[config.mk]
export PLATFORM = sky130hd
export DESIGN_NAME = triangle_top
export DESIGN_NICKNAME = d
export VERILOG_FILES = /design/src/verilog/draw_pkg.sv /design/src/verilog/plot_if.sv /design/src/verilog/screen_clear.sv /design/src/verilog/line_draw.sv /design/src/verilog/triangle_fsm.sv /design/src/verilog/triangle_top.sv
export SDC_FILE = /design/constraint.sdc
export NUM_CORES = 1
export LEC_CHECK = 0
export ABC_CLOCK_PERIOD_IN_PS = 7700
export BUFFER_PORTS_ARGS = -buffer_cell sky130_fd_sc_hd__clkbuf_2
export CORE_MARGIN = 4
export CORE_UTILIZATION = 60
export DETAILED_ROUTE_END_ITERATION = 6
export GPL_ROUTABILITY_DRIVEN = 0
export PLACE_DENSITY = 0.79
export SYNTH_ARGS = -nofsm -noshare
export SYNTH_HDL_FRONTEND = slang
export SYNTH_SLANG_ARGS = --single-unit
[constraint.sdc]
create_clock -name vif -period 7.7 [get_ports vif]
set_input_delay 0 -clock vif [delete_from_list [all_inputs] [get_ports vif]]
set_output_delay 0 -clock vif [all_outputs]
set_load 0.05 [all_outputs]
[src/verilog/draw_pkg.sv]
`default_nettype none

package draw_pkg;

    // on-screen coordinates and pixel colour
    typedef logic [7:0] coord_x_t;
    typedef logic [6:0] coord_y_t;
    typedef logic [2:0] colour_t;

    // base width of the triangle
    typedef logic [7:0] diam_t;

    // corners and line positions may fall off screen
    typedef logic signed [9:0] coord_s_t;

    // controller states
    typedef enum logic [2:0] {
        IDLE,
        CLEAR,
        EDGE_START,
        EDGE_WAIT,
        NEXT_EDGE,
        DONE
    } tri_state_t;

    // height = diameter * 111 / 128, close to sqrt(3)/2
    localparam int HEIGHT_NUM   = 111;
    localparam int HEIGHT_SHIFT = 7;

endpackage

`default_nettype wire

[src/verilog/plot_if.sv]
`default_nettype none

// one pixel write per cycle, no back-pressure
interface plot_if;

    draw_pkg::coord_x_t x;
    draw_pkg::coord_y_t y;
    draw_pkg::colour_t  colour;
    logic               plot;

    // drawing engine side
    modport source (
        output x, y, colour, plot
    );

    // controller side
    modport sink (
        input x, y, colour, plot
    );

endinterface

`default_nettype wire

[src/verilog/screen_clear.sv]
`default_nettype none

module screen_clear #(
    parameter int SCREEN_W = 160,
    parameter int SCREEN_H = 120
) (
    input  logic   vif,
    input  logic   rst_n,
    input  logic   go,
    output logic   done,
    plot_if.source px
);

    draw_pkg::coord_x_t cnt_x;
    draw_pkg::coord_y_t cnt_y;
    logic               running;
    logic               row_end;
    logic               last_px;

    assign row_end = (cnt_x == draw_pkg::coord_x_t'(SCREEN_W - 1));
    assign last_px = row_end && (cnt_y == draw_pkg::coord_y_t'(SCREEN_H - 1));

    // raster scan, x fastest
    always_ff @(posedge vif) begin
        if (!rst_n) begin
            running <= 1'b0;
            done    <= 1'b0;
            cnt_x   <= '0;
            cnt_y   <= '0;
        end else begin
            done <= 1'b0;
            if (go) begin
                running <= 1'b1;
                cnt_x   <= '0;
                cnt_y   <= '0;
            end else if (running) begin
                if (last_px) begin
                    running <= 1'b0;
                    done    <= 1'b1;
                end else if (row_end) begin
                    cnt_x <= '0;
                    cnt_y <= cnt_y + 1'b1;
                end else begin
                    cnt_x <= cnt_x + 1'b1;
                end
            end
        end
    end

    // black at every position while running
    assign px.x      = cnt_x;
    assign px.y      = cnt_y;
    assign px.colour = '0;
    assign px.plot   = running;

endmodule

`default_nettype wire

[src/verilog/line_draw.sv]
`default_nettype none

module line_draw #(
    parameter int SCREEN_W = 160,
    parameter int SCREEN_H = 120
) (
    input  logic               vif,
    input  logic               rst_n,
    input  logic               go,
    input  draw_pkg::coord_s_t x0,
    input  draw_pkg::coord_s_t y0,
    input  draw_pkg::coord_s_t x1,
    input  draw_pkg::coord_s_t y1,
    input  draw_pkg::colour_t  colour,
    output logic               done,
    plot_if.source             px
);

    // error term needs room for twice the largest distance
    typedef logic signed [11:0] err_t;

    draw_pkg::coord_s_t cur_x;
    draw_pkg::coord_s_t cur_y;
    err_t               dx;
    err_t               dy_n;
    err_t               err;
    logic               sx_neg;
    logic               sy_neg;
    logic               running;

    err_t diff_x;
    err_t diff_y;
    err_t abs_x;
    err_t abs_y;
    err_t e2;
    err_t err_next;
    logic step_x;
    logic step_y;
    logic at_end;
    logic visible;

    // distances from the endpoints, sign extended
    assign diff_x = err_t'(x1) - err_t'(x0);
    assign diff_y = err_t'(y1) - err_t'(y0);
    assign abs_x  = (diff_x < 0) ? -diff_x : diff_x;
    assign abs_y  = (diff_y < 0) ? -diff_y : diff_y;

    // one Bresenham step
    assign e2       = err <<< 1;
    assign step_x   = (e2 >= dy_n);
    assign step_y   = (e2 <= dx);
    assign err_next = err + (step_x ? dy_n : err_t'(0)) + (step_y ? dx : err_t'(0));
    assign at_end   = (cur_x == x1) && (cur_y == y1);

    always_ff @(posedge vif) begin
        if (!rst_n) begin
            running <= 1'b0;
            done    <= 1'b0;
        end else begin
            done <= 1'b0;
            if (go) begin
                running <= 1'b1;
            end else if (running && at_end) begin
                running <= 1'b0;
                done    <= 1'b1;
            end
        end
    end

    // walk state
    always_ff @(posedge vif) begin
        if (go) begin
            cur_x  <= x0;
            cur_y  <= y0;
            dx     <= abs_x;
            dy_n   <= -abs_y;
            err    <= abs_x - abs_y;
            sx_neg <= (diff_x < 0);
            sy_neg <= (diff_y < 0);
        end else if (running && !at_end) begin
            err <= err_next;
            if (step_x) begin
                cur_x <= sx_neg ? cur_x - draw_pkg::coord_s_t'(1)
                                : cur_x + draw_pkg::coord_s_t'(1);
            end
            if (step_y) begin
                cur_y <= sy_neg ? cur_y - draw_pkg::coord_s_t'(1)
                                : cur_y + draw_pkg::coord_s_t'(1);
            end
        end
    end

    // off-screen pixels are skipped, the walk goes on
    assign visible = (cur_x >= 0) && (cur_x < SCREEN_W) &&
                     (cur_y >= 0) && (cur_y < SCREEN_H);

    assign px.x      = cur_x[7:0];
    assign px.y      = cur_y[6:0];
    assign px.colour = colour;
    assign px.plot   = running && visible;

endmodule

`default_nettype wire

[src/verilog/triangle_fsm.sv]
`default_nettype none

module triangle_fsm (
    input  logic               vif,
    input  logic               rst_n,
    input  logic               start,
    input  draw_pkg::colour_t  colour,
    input  draw_pkg::coord_x_t centre_x,
    input  draw_pkg::coord_y_t centre_y,
    input  draw_pkg::diam_t    diameter,
    output logic               done,
    output logic               clear_go,
    input  logic               clear_done,
    output logic               line_go,
    input  logic               line_done,
    output draw_pkg::coord_s_t x0,
    output draw_pkg::coord_s_t y0,
    output draw_pkg::coord_s_t x1,
    output draw_pkg::coord_s_t y1,
    output draw_pkg::colour_t  line_colour,
    plot_if.sink               clear_px,
    plot_if.sink               line_px,
    output draw_pkg::coord_x_t vga_x,
    output draw_pkg::coord_y_t vga_y,
    output draw_pkg::colour_t  vga_colour,
    output logic               vga_plot
);

    draw_pkg::tri_state_t state;
    logic [1:0]           edge_idx;

    // corners, latched at start
    draw_pkg::coord_s_t apex_x;
    draw_pkg::coord_s_t apex_y;
    draw_pkg::coord_s_t base_l_x;
    draw_pkg::coord_s_t base_r_x;
    draw_pkg::coord_s_t base_y;

    draw_pkg::coord_s_t cx_s;
    draw_pkg::coord_s_t cy_s;
    draw_pkg::coord_s_t half_d_s;
    draw_pkg::coord_s_t half_h_s;
    logic [15:0]        height_prod;
    logic [15:0]        height_full;

    // corner geometry from the live inputs
    assign cx_s        = draw_pkg::coord_s_t'({2'b00, centre_x});
    assign cy_s        = draw_pkg::coord_s_t'({3'b000, centre_y});
    assign half_d_s    = draw_pkg::coord_s_t'({3'b000, diameter[7:1]});
    assign height_prod = 16'(diameter) * 16'(draw_pkg::HEIGHT_NUM);
    assign height_full = height_prod >> draw_pkg::HEIGHT_SHIFT;
    assign half_h_s    = draw_pkg::coord_s_t'({1'b0, height_full[9:1]});

    always_ff @(posedge vif) begin
        if (state == draw_pkg::IDLE && start) begin
            apex_x      <= cx_s;
            apex_y      <= cy_s - half_h_s;
            base_l_x    <= cx_s - half_d_s;
            base_r_x    <= cx_s + half_d_s;
            base_y      <= cy_s + half_h_s;
            line_colour <= colour;
        end
    end

    always_ff @(posedge vif) begin
        if (!rst_n) begin
            state    <= draw_pkg::IDLE;
            edge_idx <= '0;
            clear_go <= 1'b0;
        end else begin
            clear_go <= 1'b0;
            case (state)
                draw_pkg::IDLE: begin
                    if (start) begin
                        state    <= draw_pkg::CLEAR;
                        clear_go <= 1'b1;
                    end
                end
                draw_pkg::CLEAR: begin
                    if (clear_done) begin
                        state    <= draw_pkg::EDGE_START;
                        edge_idx <= '0;
                    end
                end
                draw_pkg::EDGE_START: begin
                    state <= draw_pkg::EDGE_WAIT;
                end
                draw_pkg::EDGE_WAIT: begin
                    if (line_done) begin
                        state <= draw_pkg::NEXT_EDGE;
                    end
                end
                draw_pkg::NEXT_EDGE: begin
                    if (edge_idx == 2'd2) begin
                        state <= draw_pkg::DONE;
                    end else begin
                        edge_idx <= edge_idx + 1'b1;
                        state    <= draw_pkg::EDGE_START;
                    end
                end
                draw_pkg::DONE: begin
                    // hold until the host lets go
                    if (!start) begin
                        state <= draw_pkg::IDLE;
                    end
                end
                default: begin
                    state <= draw_pkg::IDLE;
                end
            endcase
        end
    end

    assign line_go = (state == draw_pkg::EDGE_START);
    assign done    = (state == draw_pkg::DONE);

    // apex to left, left to right, right to apex
    always_comb begin
        case (edge_idx)
            2'd0: begin
                x0 = apex_x;
                y0 = apex_y;
                x1 = base_l_x;
                y1 = base_y;
            end
            2'd1: begin
                x0 = base_l_x;
                y0 = base_y;
                x1 = base_r_x;
                y1 = base_y;
            end
            default: begin
                x0 = base_r_x;
                y0 = base_y;
                x1 = apex_x;
                y1 = apex_y;
            end
        endcase
    end

    // pixel source follows the active phase
    always_comb begin
        if (state == draw_pkg::CLEAR) begin
            vga_x      = clear_px.x;
            vga_y      = clear_px.y;
            vga_colour = clear_px.colour;
            vga_plot   = clear_px.plot;
        end else begin
            vga_x      = line_px.x;
            vga_y      = line_px.y;
            vga_colour = line_px.colour;
            vga_plot   = line_px.plot;
        end
    end

endmodule

`default_nettype wire

[src/verilog/triangle_top.sv]
`default_nettype none

module triangle_top #(
    parameter int SCREEN_W = 160,
    parameter int SCREEN_H = 120
) (
    input  logic               vif,
    input  logic               rst_n,
    input  logic               start,
    input  draw_pkg::colour_t  colour,
    input  draw_pkg::coord_x_t centre_x,
    input  draw_pkg::coord_y_t centre_y,
    input  draw_pkg::diam_t    diameter,
    output logic               done,
    output draw_pkg::coord_x_t vga_x,
    output draw_pkg::coord_y_t vga_y,
    output draw_pkg::colour_t  vga_colour,
    output logic               vga_plot
);

    logic               clear_go;
    logic               clear_done;
    logic               line_go;
    logic               line_done;
    draw_pkg::coord_s_t x0;
    draw_pkg::coord_s_t y0;
    draw_pkg::coord_s_t x1;
    draw_pkg::coord_s_t y1;
    draw_pkg::colour_t  line_colour;

    // pixel writes from each engine
    plot_if clear_px ();
    plot_if line_px ();

    triangle_fsm u_fsm (
        .vif         (vif),
        .rst_n       (rst_n),
        .start       (start),
        .colour      (colour),
        .centre_x    (centre_x),
        .centre_y    (centre_y),
        .diameter    (diameter),
        .done        (done),
        .clear_go    (clear_go),
        .clear_done  (clear_done),
        .line_go     (line_go),
        .line_done   (line_done),
        .x0          (x0),
        .y0          (y0),
        .x1          (x1),
        .y1          (y1),
        .line_colour (line_colour),
        .clear_px    (clear_px.sink),
        .line_px     (line_px.sink),
        .vga_x       (vga_x),
        .vga_y       (vga_y),
        .vga_colour  (vga_colour),
        .vga_plot    (vga_plot)
    );

    screen_clear #(
        .SCREEN_W (SCREEN_W),
        .SCREEN_H (SCREEN_H)
    ) u_clear (
        .vif   (vif),
        .rst_n (rst_n),
        .go    (clear_go),
        .done  (clear_done),
        .px    (clear_px.source)
    );

    line_draw #(
        .SCREEN_W (SCREEN_W),
        .SCREEN_H (SCREEN_H)
    ) u_line (
        .vif    (vif),
        .rst_n  (rst_n),
        .go     (line_go),
        .x0     (x0),
        .y0     (y0),
        .x1     (x1),
        .y1     (y1),
        .colour (line_colour),
        .done   (line_done),
        .px     (line_px.source)
    );

endmodule

`default_nettype wire

---- Word-level counts from Yosys, hierarchy flattened ----
Cells that the tools add are included.
word-level totals
  bits of input ports ..................... 29
  flip-flop bits (word level) ............. 134
  word-level logic and storage cells ...... 137
  output and inout bits ................... 20
cells by class
  $add $sub $neg .......................... 19
  $mul .................................... 1
  eq/ne operators ......................... 16
  $lt $le $gt $ge ......................... 8
  reduce and logical (&&, ||, !) cells .... 28
  mux-type cells .......................... 40
  bitwise operators ....................... 3
operator list
  operator                                                             count
  2-to-1 mux 10 bit                                                    10
  2-to-1 mux 12 bit                                                    6
  one-hot mux 10 bit (2 select lines)                                  2
  adder 12 bit                                                         2
  negation 11 -> 12 bit                                                2
  less-than comparator 11 x 1 -> 1 bit (second input constant)         2
  subtractor 10 x 10 -> 11 bit                                         2
  adder 10 x 2 -> 10 bit (second input constant)                       2
  == test 10 bit                                                       2
  greater-or-equal comparator 10 x 1 -> 1 bit (second input constant)  2
  subtractor 10 x 2 -> 10 bit (second input constant)                  2
  2-to-1 mux 3 bit                                                     6
  one-hot mux 3 bit (6 select lines)                                   1
  2-to-1 mux 8 bit                                                     2
  multiplier 8 x 7 -> 15 bit (second input constant)                   1
  greater-or-equal comparator 12 bit                                   1
  <= comparator 12 bit                                                 1
  negation 12 bit                                                      1
  subtractor 12 bit                                                    1
  less-than comparator 10 x 8 -> 1 bit (second input constant)         1
  less-than comparator 10 x 9 -> 1 bit (second input constant)         1
  nonzero test 2 bit                                                   5
  adder 8 x 7 -> 9 bit                                                 1
  logical AND 1 bit                                                    9
  other kinds (28)                                                     50

---- Depth between registers and ports, before layout ----
  depth after elaboration ................. 9
  mapped depth ............................ 28
  mapped depth without buffers ............ 25

---- Cells and area by module ----
From an unflattened synthesis, not the netlist that was laid out.
unflattened totals
  cell total of the unflattened synthesis .. 1323
  area, all modules ....................... 12359.4 um^2
by module, submodules not included
  module        times used  sequential area each (um^2)  area each (um^2)  cells an instance
  line_draw     1           1751.7                       6653.9            741
  triangle_fsm  1           1411.4                       4804.6            478
  screen_clear  1           340.3                        900.9             104

---- Worst setup path before layout ----
No wires, ideal clock.
  path type ............................... flip-flop to flip-flop
  start ................................... reg u_fsm.edge_idx[0]
  end ..................................... reg u_line.err[9], data pin
  path slack .............................. 1.808 ns
  library setup time ...................... 0.256 ns
  buffers on the path ..................... 3
  stages on the path, launching flop included .. 28
  arrival ................................. 5.637 ns
  clock period less this slack ............ 5.892 ns
  required time ........................... 7.444 ns
  cells stage by stage .................... dfxtp_1 inv_1 ha_1 clkbuf_1 nor2_1 clkbuf_1 clkbuf_1 mux2i_1 ha_1 fa_1 nor2b_1 o31a_1 o31a_1 o21a_1 o21ai_0 a21oi_1 inv_1 a21o_1 ha_1 nor2b_1 o21ai_0 a21boi_0 o21a_1 o21a_1 o211ai_1 a21boi_0 or3_1 a31o_2
between the ends
  elaborated cells on any way between the ends .. 17
  those cells by class .................... add/sub (5); order compare (2); eq/ne (1); mux (7); reduce/logical (2)
RTL lines
  element                                                    line                 RTL
  from (decl)                                                triangle_fsm.sv:30   logic [1:0] edge_idx;
  from (signal assigned)                                     triangle_fsm.sv:97   edge_idx <= edge_idx + 1'b1;
  == test 2 x 1 -> 1 bit or zero test 2 bit (tied branches)  triangle_fsm.sv:119  case (edge_idx)
  one-hot mux 10 bit (2 select lines)                        triangle_fsm.sv:119
  subtractor 10 x 10 -> 11 bit *                             line_draw.sv:43      assign diff_x = err_t'(x1) - err_t'(x0);
  net u_line.diff_x[10]                                      line_draw.sv:31      err_t diff_x;
  less-than comparator 11 x 1 -> 1 bit *                     line_draw.sv:45      assign abs_x = (diff_x < 0) ? -diff_x : diff_x;
  2-to-1 mux 12 bit *                                        line_draw.sv:45
  net u_line.abs_x[1]                                        line_draw.sv:33      err_t abs_x;
  subtractor 12 bit *                                        line_draw.sv:77      err <= abs_x - abs_y;
  2-to-1 mux 12 bit *                                        line_draw.sv:72      if (go) begin
  to (signal assigned)                                       line_draw.sv:77
  to (signal assigned)                                       line_draw.sv:81      err <= err_next;
  to (decl)                                                  line_draw.sv:26      err_t err;
Mark *: on every way through the listed nets, which the timed path passes. The rest lies on a longest branch.
A chain may end at the register's enable or synchronous reset.

---- Worst setup path after layout ----
  start ................................... reg u_fsm.edge_idx[1]
  end ..................................... reg u_line.err[9], data pin
Same word-level chain as after synthesis.

==> flow_results.xml <==
<?xml version="1.0" encoding="UTF-8"?>
<metrics>
  <group name="run_status">
    <metric name="run_status" unit="">finished clean</metric>
  </group>
  <group name="clock_tree">
    <metric name="clock_path_buffers" unit="">2</metric>
    <metric name="cts_buffer_count" unit="">17</metric>
    <metric name="cts_resized" unit="">0</metric>
    <metric name="tritoncts_num_sinks" unit="">125</metric>
    <metric name="tritoncts_clock_tree" unit="">built</metric>
    <metric name="clockRootBuffer" unit="">sky130_fd_sc_hd__clkbuf_16</metric>
    <metric name="cts_setup_buffers" unit="">0</metric>
    <metric name="cts-htree-levels" unit="">4</metric>
    <metric name="clk_pin_slew" unit="ps">60</metric>
    <metric name="postCtsHoldBufs" unit="">15</metric>
    <metric name="clkLatencyLatePin" unit="ps">430</metric>
  </group>
  <group name="power_and_ir_drop">
    <metric name="cellLeakagePower" unit="uW">0.00571</metric>
    <metric name="vdd_ir_drop_max" unit="uV">274</metric>
    <metric name="power_density" unit="nW/um^2">358</metric>
  </group>
  <group name="sta">
    <metric name="setup_violations" unit="">0</metric>
    <metric name="max_slew_margin" unit="%">35.8</metric>
    <metric name="finClkSkew" unit="ps">11.6</metric>
    <metric name="finalHoldViolations" unit="">0</metric>
    <metric name="rsz0062_at_grt" unit="">no</metric>
    <metric name="period_minus_slack" unit="ps">6310</metric>
    <metric name="final.hold.worst_slack" unit="ps">48.0</metric>
    <metric name="final_min_period_over_clock_period" unit="%">81.9</metric>
    <metric name="clock.fmax" unit="MHz">159</metric>
    <metric name="fin_setup_tns" unit="ps">0</metric>
    <metric name="final_max_slew_viol_count" unit="">0</metric>
    <metric name="worst-slew-pin-transition" unit="ps">963</metric>
  </group>
  <group name="grt">
    <metric name="grt_pass1_vias" unit="">8810</metric>
    <metric name="grt_start_max_net_pins" unit="">57</metric>
    <metric name="global_route_wire_length_before_repair" unit="um">41400</metric>
    <metric name="antenna_found_initial" unit="">0</metric>
    <metric name="groute.usage.overall" unit="%">23.6</metric>
    <metric name="globalRouteOverflowTotal" unit="">0</metric>
  </group>
  <group name="logic_synthesis">
    <metric name="yosys_register_bits" unit="">125</metric>
    <metric name="synth_sequential_area_ratio" unit="%">30.8</metric>
    <metric name="synth_xor_area_share" unit="%">9.34</metric>
    <metric name="synth-simple-area-share" unit="%">13.4</metric>
    <metric name="synth_area_per_cell" unit="um^2">9.44</metric>
    <metric name="netlist-cell-type-count" unit="">70</metric>
    <metric name="post_synth_fa_ha_maj_area_fraction" unit="%">23.1</metric>
    <metric name="synth_area_leader_cell" unit="">sky130_fd_sc_hd__edfxtp_1</metric>
    <metric name="netlist_instances" unit="">1207</metric>
    <metric name="largest_family_of_logic_cells_by_synthesized_area" unit="">adder cells</metric>
    <metric name="yosys.area.top_type_share" unit="%">26.4</metric>
    <metric name="postSynth.asyncResetShare" unit="%">0</metric>
    <metric name="synth-edff-count" unit="">100</metric>
    <metric name="synth.yosys.warnings" unit="">0</metric>
    <metric name="synth.cell_area" unit="um^2">11400</metric>
    <metric name="ys_top_cells_by_area" unit="">sky130_fd_sc_hd__edfxtp_1 26%, sky130_fd_sc_hd__ha_1 16%, sky130_fd_sc_hd__fa_1 6.9%</metric>
    <metric name="postSynth.topFlopCell" unit="">sky130_fd_sc_hd__edfxtp_1</metric>
    <metric name="synth.area.mux_share" unit="%">3.21</metric>
    <metric name="synth_compound_gate_area_share" unit="%">14.3</metric>
  </group>
  <group name="die">
    <metric name="design.die.area" unit="um^2">21300</metric>
    <metric name="die_width" unit="um">146</metric>
    <metric name="floorplan.io_pins" unit="">49</metric>
    <metric name="placement_rows" unit="">50</metric>
    <metric name="floorplan.core_area" unit="um^2">18700</metric>
    <metric name="die-height" unit="um">146</metric>
    <metric name="initial_core_util" unit="%">60.9</metric>
  </group>
  <group name="worst_setup_path">
    <metric name="worst_path_dominant_cell_family" unit="">compound AO/OA/AOI/OAI gates</metric>
    <metric name="timing.rr.start" unit="">u_fsm.edge_idx[1]</metric>
    <metric name="cp-startpoint" unit="">u_fsm.edge_idx[1]</metric>
    <metric name="slowest_stage" unit="">sky130_fd_sc_hd__ha_1</metric>
    <metric name="arrival" unit="ps">6490</metric>
    <metric name="crit_path_max_fanout" unit="">16</metric>
    <metric name="worstReg2RegEnd" unit="">u_line.err[9]</metric>
    <metric name="r2r_cells" unit="">26</metric>
    <metric name="worst-path-buf-inv" unit="">3</metric>
    <metric name="worst-endpoint-required" unit="ps">7880</metric>
    <metric name="worst-r2r-setup-slack" unit="ps">1390</metric>
    <metric name="cp-endpoint" unit="">u_line.err[9]</metric>
    <metric name="worst_setup_path_start_kind" unit="">flop</metric>
    <metric name="cpPeakStageDelay" unit="ps">540</metric>
    <metric name="critPathCaptureType" unit="">flop</metric>
    <metric name="worst-path-stages" unit="">26</metric>
    <metric name="critical_path_class" unit="">reg2reg</metric>
  </group>
  <group name="detailed_routing">
    <metric name="wl_per_cell" unit="um">16.0</metric>
    <metric name="vias_per_cell" unit="">5.72</metric>
    <metric name="drt_drc_violations_left" unit="">0</metric>
    <metric name="drt_iter0_markers" unit="">551</metric>
    <metric name="first_pass_iters" unit="">5</metric>
    <metric name="route.vias.total" unit="">8697</metric>
    <metric name="drt.antenna.violating_nets" unit="">0</metric>
    <metric name="totalWireLength" unit="um">24300</metric>
  </group>
  <group name="placed_design">
    <metric name="dp_hpwl" unit="um">19300</metric>
    <metric name="placement.io_buffers" unit="">48</metric>
    <metric name="post-place-cells" unit="">1474</metric>
    <metric name="placedInstanceArea" unit="um^2">11900</metric>
  </group>
  <group name="layout">
    <metric name="layoutNonFillerInstCount" unit="">1521</metric>
    <metric name="layout-drive-gt1-share" unit="%">10.6</metric>
    <metric name="layout-area-overhead-vs-synth" unit="%">10.9</metric>
    <metric name="antenna_cells" unit="">0</metric>
    <metric name="nNetsFinal" unit="">1490</metric>
    <metric name="post-route-cell-area" unit="um^2">12600</metric>
  </group>
  <group name="hold_path">
    <metric name="min_path_type" unit="">in2reg</metric>
  </group>
  <group name="flow_run">
    <metric name="max-cap-violations" unit="">0</metric>
  </group>
</metrics>
[metal layers]
metal / wire length [um] / track usage (%) / vias to the layer above
met5: 0 / 0 / -
met3: 1130 / 3.30 / 46
met1: 10600 / 29.8 / 4101
met2: 11900 / 41.1 / 214
li1: - / - / 4336
met4: 719 / 9.50 / 0
[cells by family (layout without fill, tap and decap cells)]
group / count (synthesis) / after routing
adders and majority gates: 187 / 187
DFF: 125 / 125
AOI/OAI and AO/OA: 259 / 259
muxes: 33 / 33
other: 2 / 5
and+or+nand+nor: 305 / 305
buffers and inverters: 177 / 254
xor gates and xnor gates: 119 / 119
[area by class of cell]
class,instances,area (um^2)
clock buffer,17,425
clock inverter,15,163
fill,1456,6070
inverter,152,571
multi-input combinational,908,7240
sequential,125,3500
tap,234,293
timing repair buffer,70,443
[sequential cells by signal, summed over array words and instances (netlist names), 2 cells and up]
name / flops
u_line.dy_n: 12
u_fsm.apex_y: 8
u_fsm.apex_x: 8
u_clear.px.x: 8
u_fsm.line_colour: 3
u_line.cur_y: 10
u_line.dx: 12
u_line.cur_x: 10
u_fsm.base_l_x: 9
u_fsm.edge_idx: 2
u_fsm.base_r_x: 8
u_fsm.state: 3
u_fsm.base_y: 7
u_clear.px.y: 7
u_line.err: 11
[cells in the final DEF (no fill, tap or decap), types with 11 or more instances in the layout]
| cell type | instances |
|---|---|
| sky130_fd_sc_hd__mux2_2 | 20 |
| sky130_fd_sc_hd__nand2b_1 | 15 |
| sky130_fd_sc_hd__clkbuf_2 | 48 |
| sky130_fd_sc_hd__a21o_1 | 21 |
| sky130_fd_sc_hd__nor2b_1 | 19 |
| sky130_fd_sc_hd__xnor2_1 | 73 |
| sky130_fd_sc_hd__dfxtp_1 | 25 |
| sky130_fd_sc_hd__xor2_1 | 44 |
| sky130_fd_sc_hd__nor2_1 | 89 |
| sky130_fd_sc_hd__o21ai_0 | 58 |
| sky130_fd_sc_hd__nor3_1 | 16 |
| sky130_fd_sc_hd__inv_1 | 151 |
| sky130_fd_sc_hd__dlygate4sd3_1 | 15 |
| sky130_fd_sc_hd__nand4_1 | 16 |
| sky130_fd_sc_hd__ha_1 | 148 |
| sky130_fd_sc_hd__edfxtp_1 | 100 |
| sky130_fd_sc_hd__a21oi_1 | 88 |
| sky130_fd_sc_hd__fa_1 | 39 |
| sky130_fd_sc_hd__clkbuf_16 | 17 |
| sky130_fd_sc_hd__a22o_1 | 14 |
| sky130_fd_sc_hd__o21a_1 | 17 |
| sky130_fd_sc_hd__mux2i_1 | 11 |
| sky130_fd_sc_hd__nand2_1 | 77 |
[worst min-delay path by stage]
stage	from	to	slack [ps]	depth (start not counted)
floorplan	centre_x[0]	u_fsm.apex_x[0]	100	0
global placement	colour[2]	u_fsm.line_colour[2]	180	1
detailed placement	colour[2]	u_fsm.line_colour[2]	180	1
CTS	centre_y[1]	u_fsm.apex_y[1]	40	2
global route	centre_y[1]	u_fsm.base_y[1]	60	2
finish	centre_y[1]	u_fsm.apex_y[1]	50	2
[synthesized netlist by cell type (3+ instances only)]
library cell and instances:
sky130_fd_sc_hd__o21ai_0 58, sky130_fd_sc_hd__nand3_1 10, sky130_fd_sc_hd__nand2b_1 15, sky130_fd_sc_hd__and2_1 8
sky130_fd_sc_hd__or2_2 10, sky130_fd_sc_hd__nor3_1 16, sky130_fd_sc_hd__or3_1 10, sky130_fd_sc_hd__a211oi_1 4
sky130_fd_sc_hd__clkbuf_1 21, sky130_fd_sc_hd__inv_1 152, sky130_fd_sc_hd__a22o_1 14, sky130_fd_sc_hd__o31ai_1 5
sky130_fd_sc_hd__fa_1 39, sky130_fd_sc_hd__nor2_1 89, sky130_fd_sc_hd__edfxtp_1 100, sky130_fd_sc_hd__buf_1 4
sky130_fd_sc_hd__a21oi_1 88, sky130_fd_sc_hd__nor3b_1 5, sky130_fd_sc_hd__a31oi_1 4, sky130_fd_sc_hd__a21boi_0 8
sky130_fd_sc_hd__o31a_1 4, sky130_fd_sc_hd__ha_1 148, sky130_fd_sc_hd__and3_1 9, sky130_fd_sc_hd__o21bai_1 8
sky130_fd_sc_hd__o2111ai_1 3, sky130_fd_sc_hd__nand2_1 77, sky130_fd_sc_hd__dfxtp_1 25, sky130_fd_sc_hd__o22ai_1 3
sky130_fd_sc_hd__xor2_1 44, sky130_fd_sc_hd__a21o_1 21, sky130_fd_sc_hd__nor2b_1 19, sky130_fd_sc_hd__xnor2_1 73
sky130_fd_sc_hd__o211a_1 3, sky130_fd_sc_hd__o211ai_1 3, sky130_fd_sc_hd__mux2_2 20, sky130_fd_sc_hd__nand4_1 16
sky130_fd_sc_hd__o21a_1 17, sky130_fd_sc_hd__mux2i_1 11, sky130_fd_sc_hd__nor4_1 3
[power by group]
group	leakage, uW	switching [uW]	internal (uW)
Combinational	0.00430	1600	1190
Sequential	0.00112	39.9	911
Clock	0.000288	357	436
[through the flow]
step	power (uW)	setup WS, ps	util (%)
final	4530	1390	67.6
after global routing	4910	822	67.6
after CTS	4530	1500	67.6
after detailed placement	3690	1540	63.6
after global placement	3600	1800	63.6
after floorplan	3170	1810	-
Note: power is estimated with default switching activity, not from simulation.
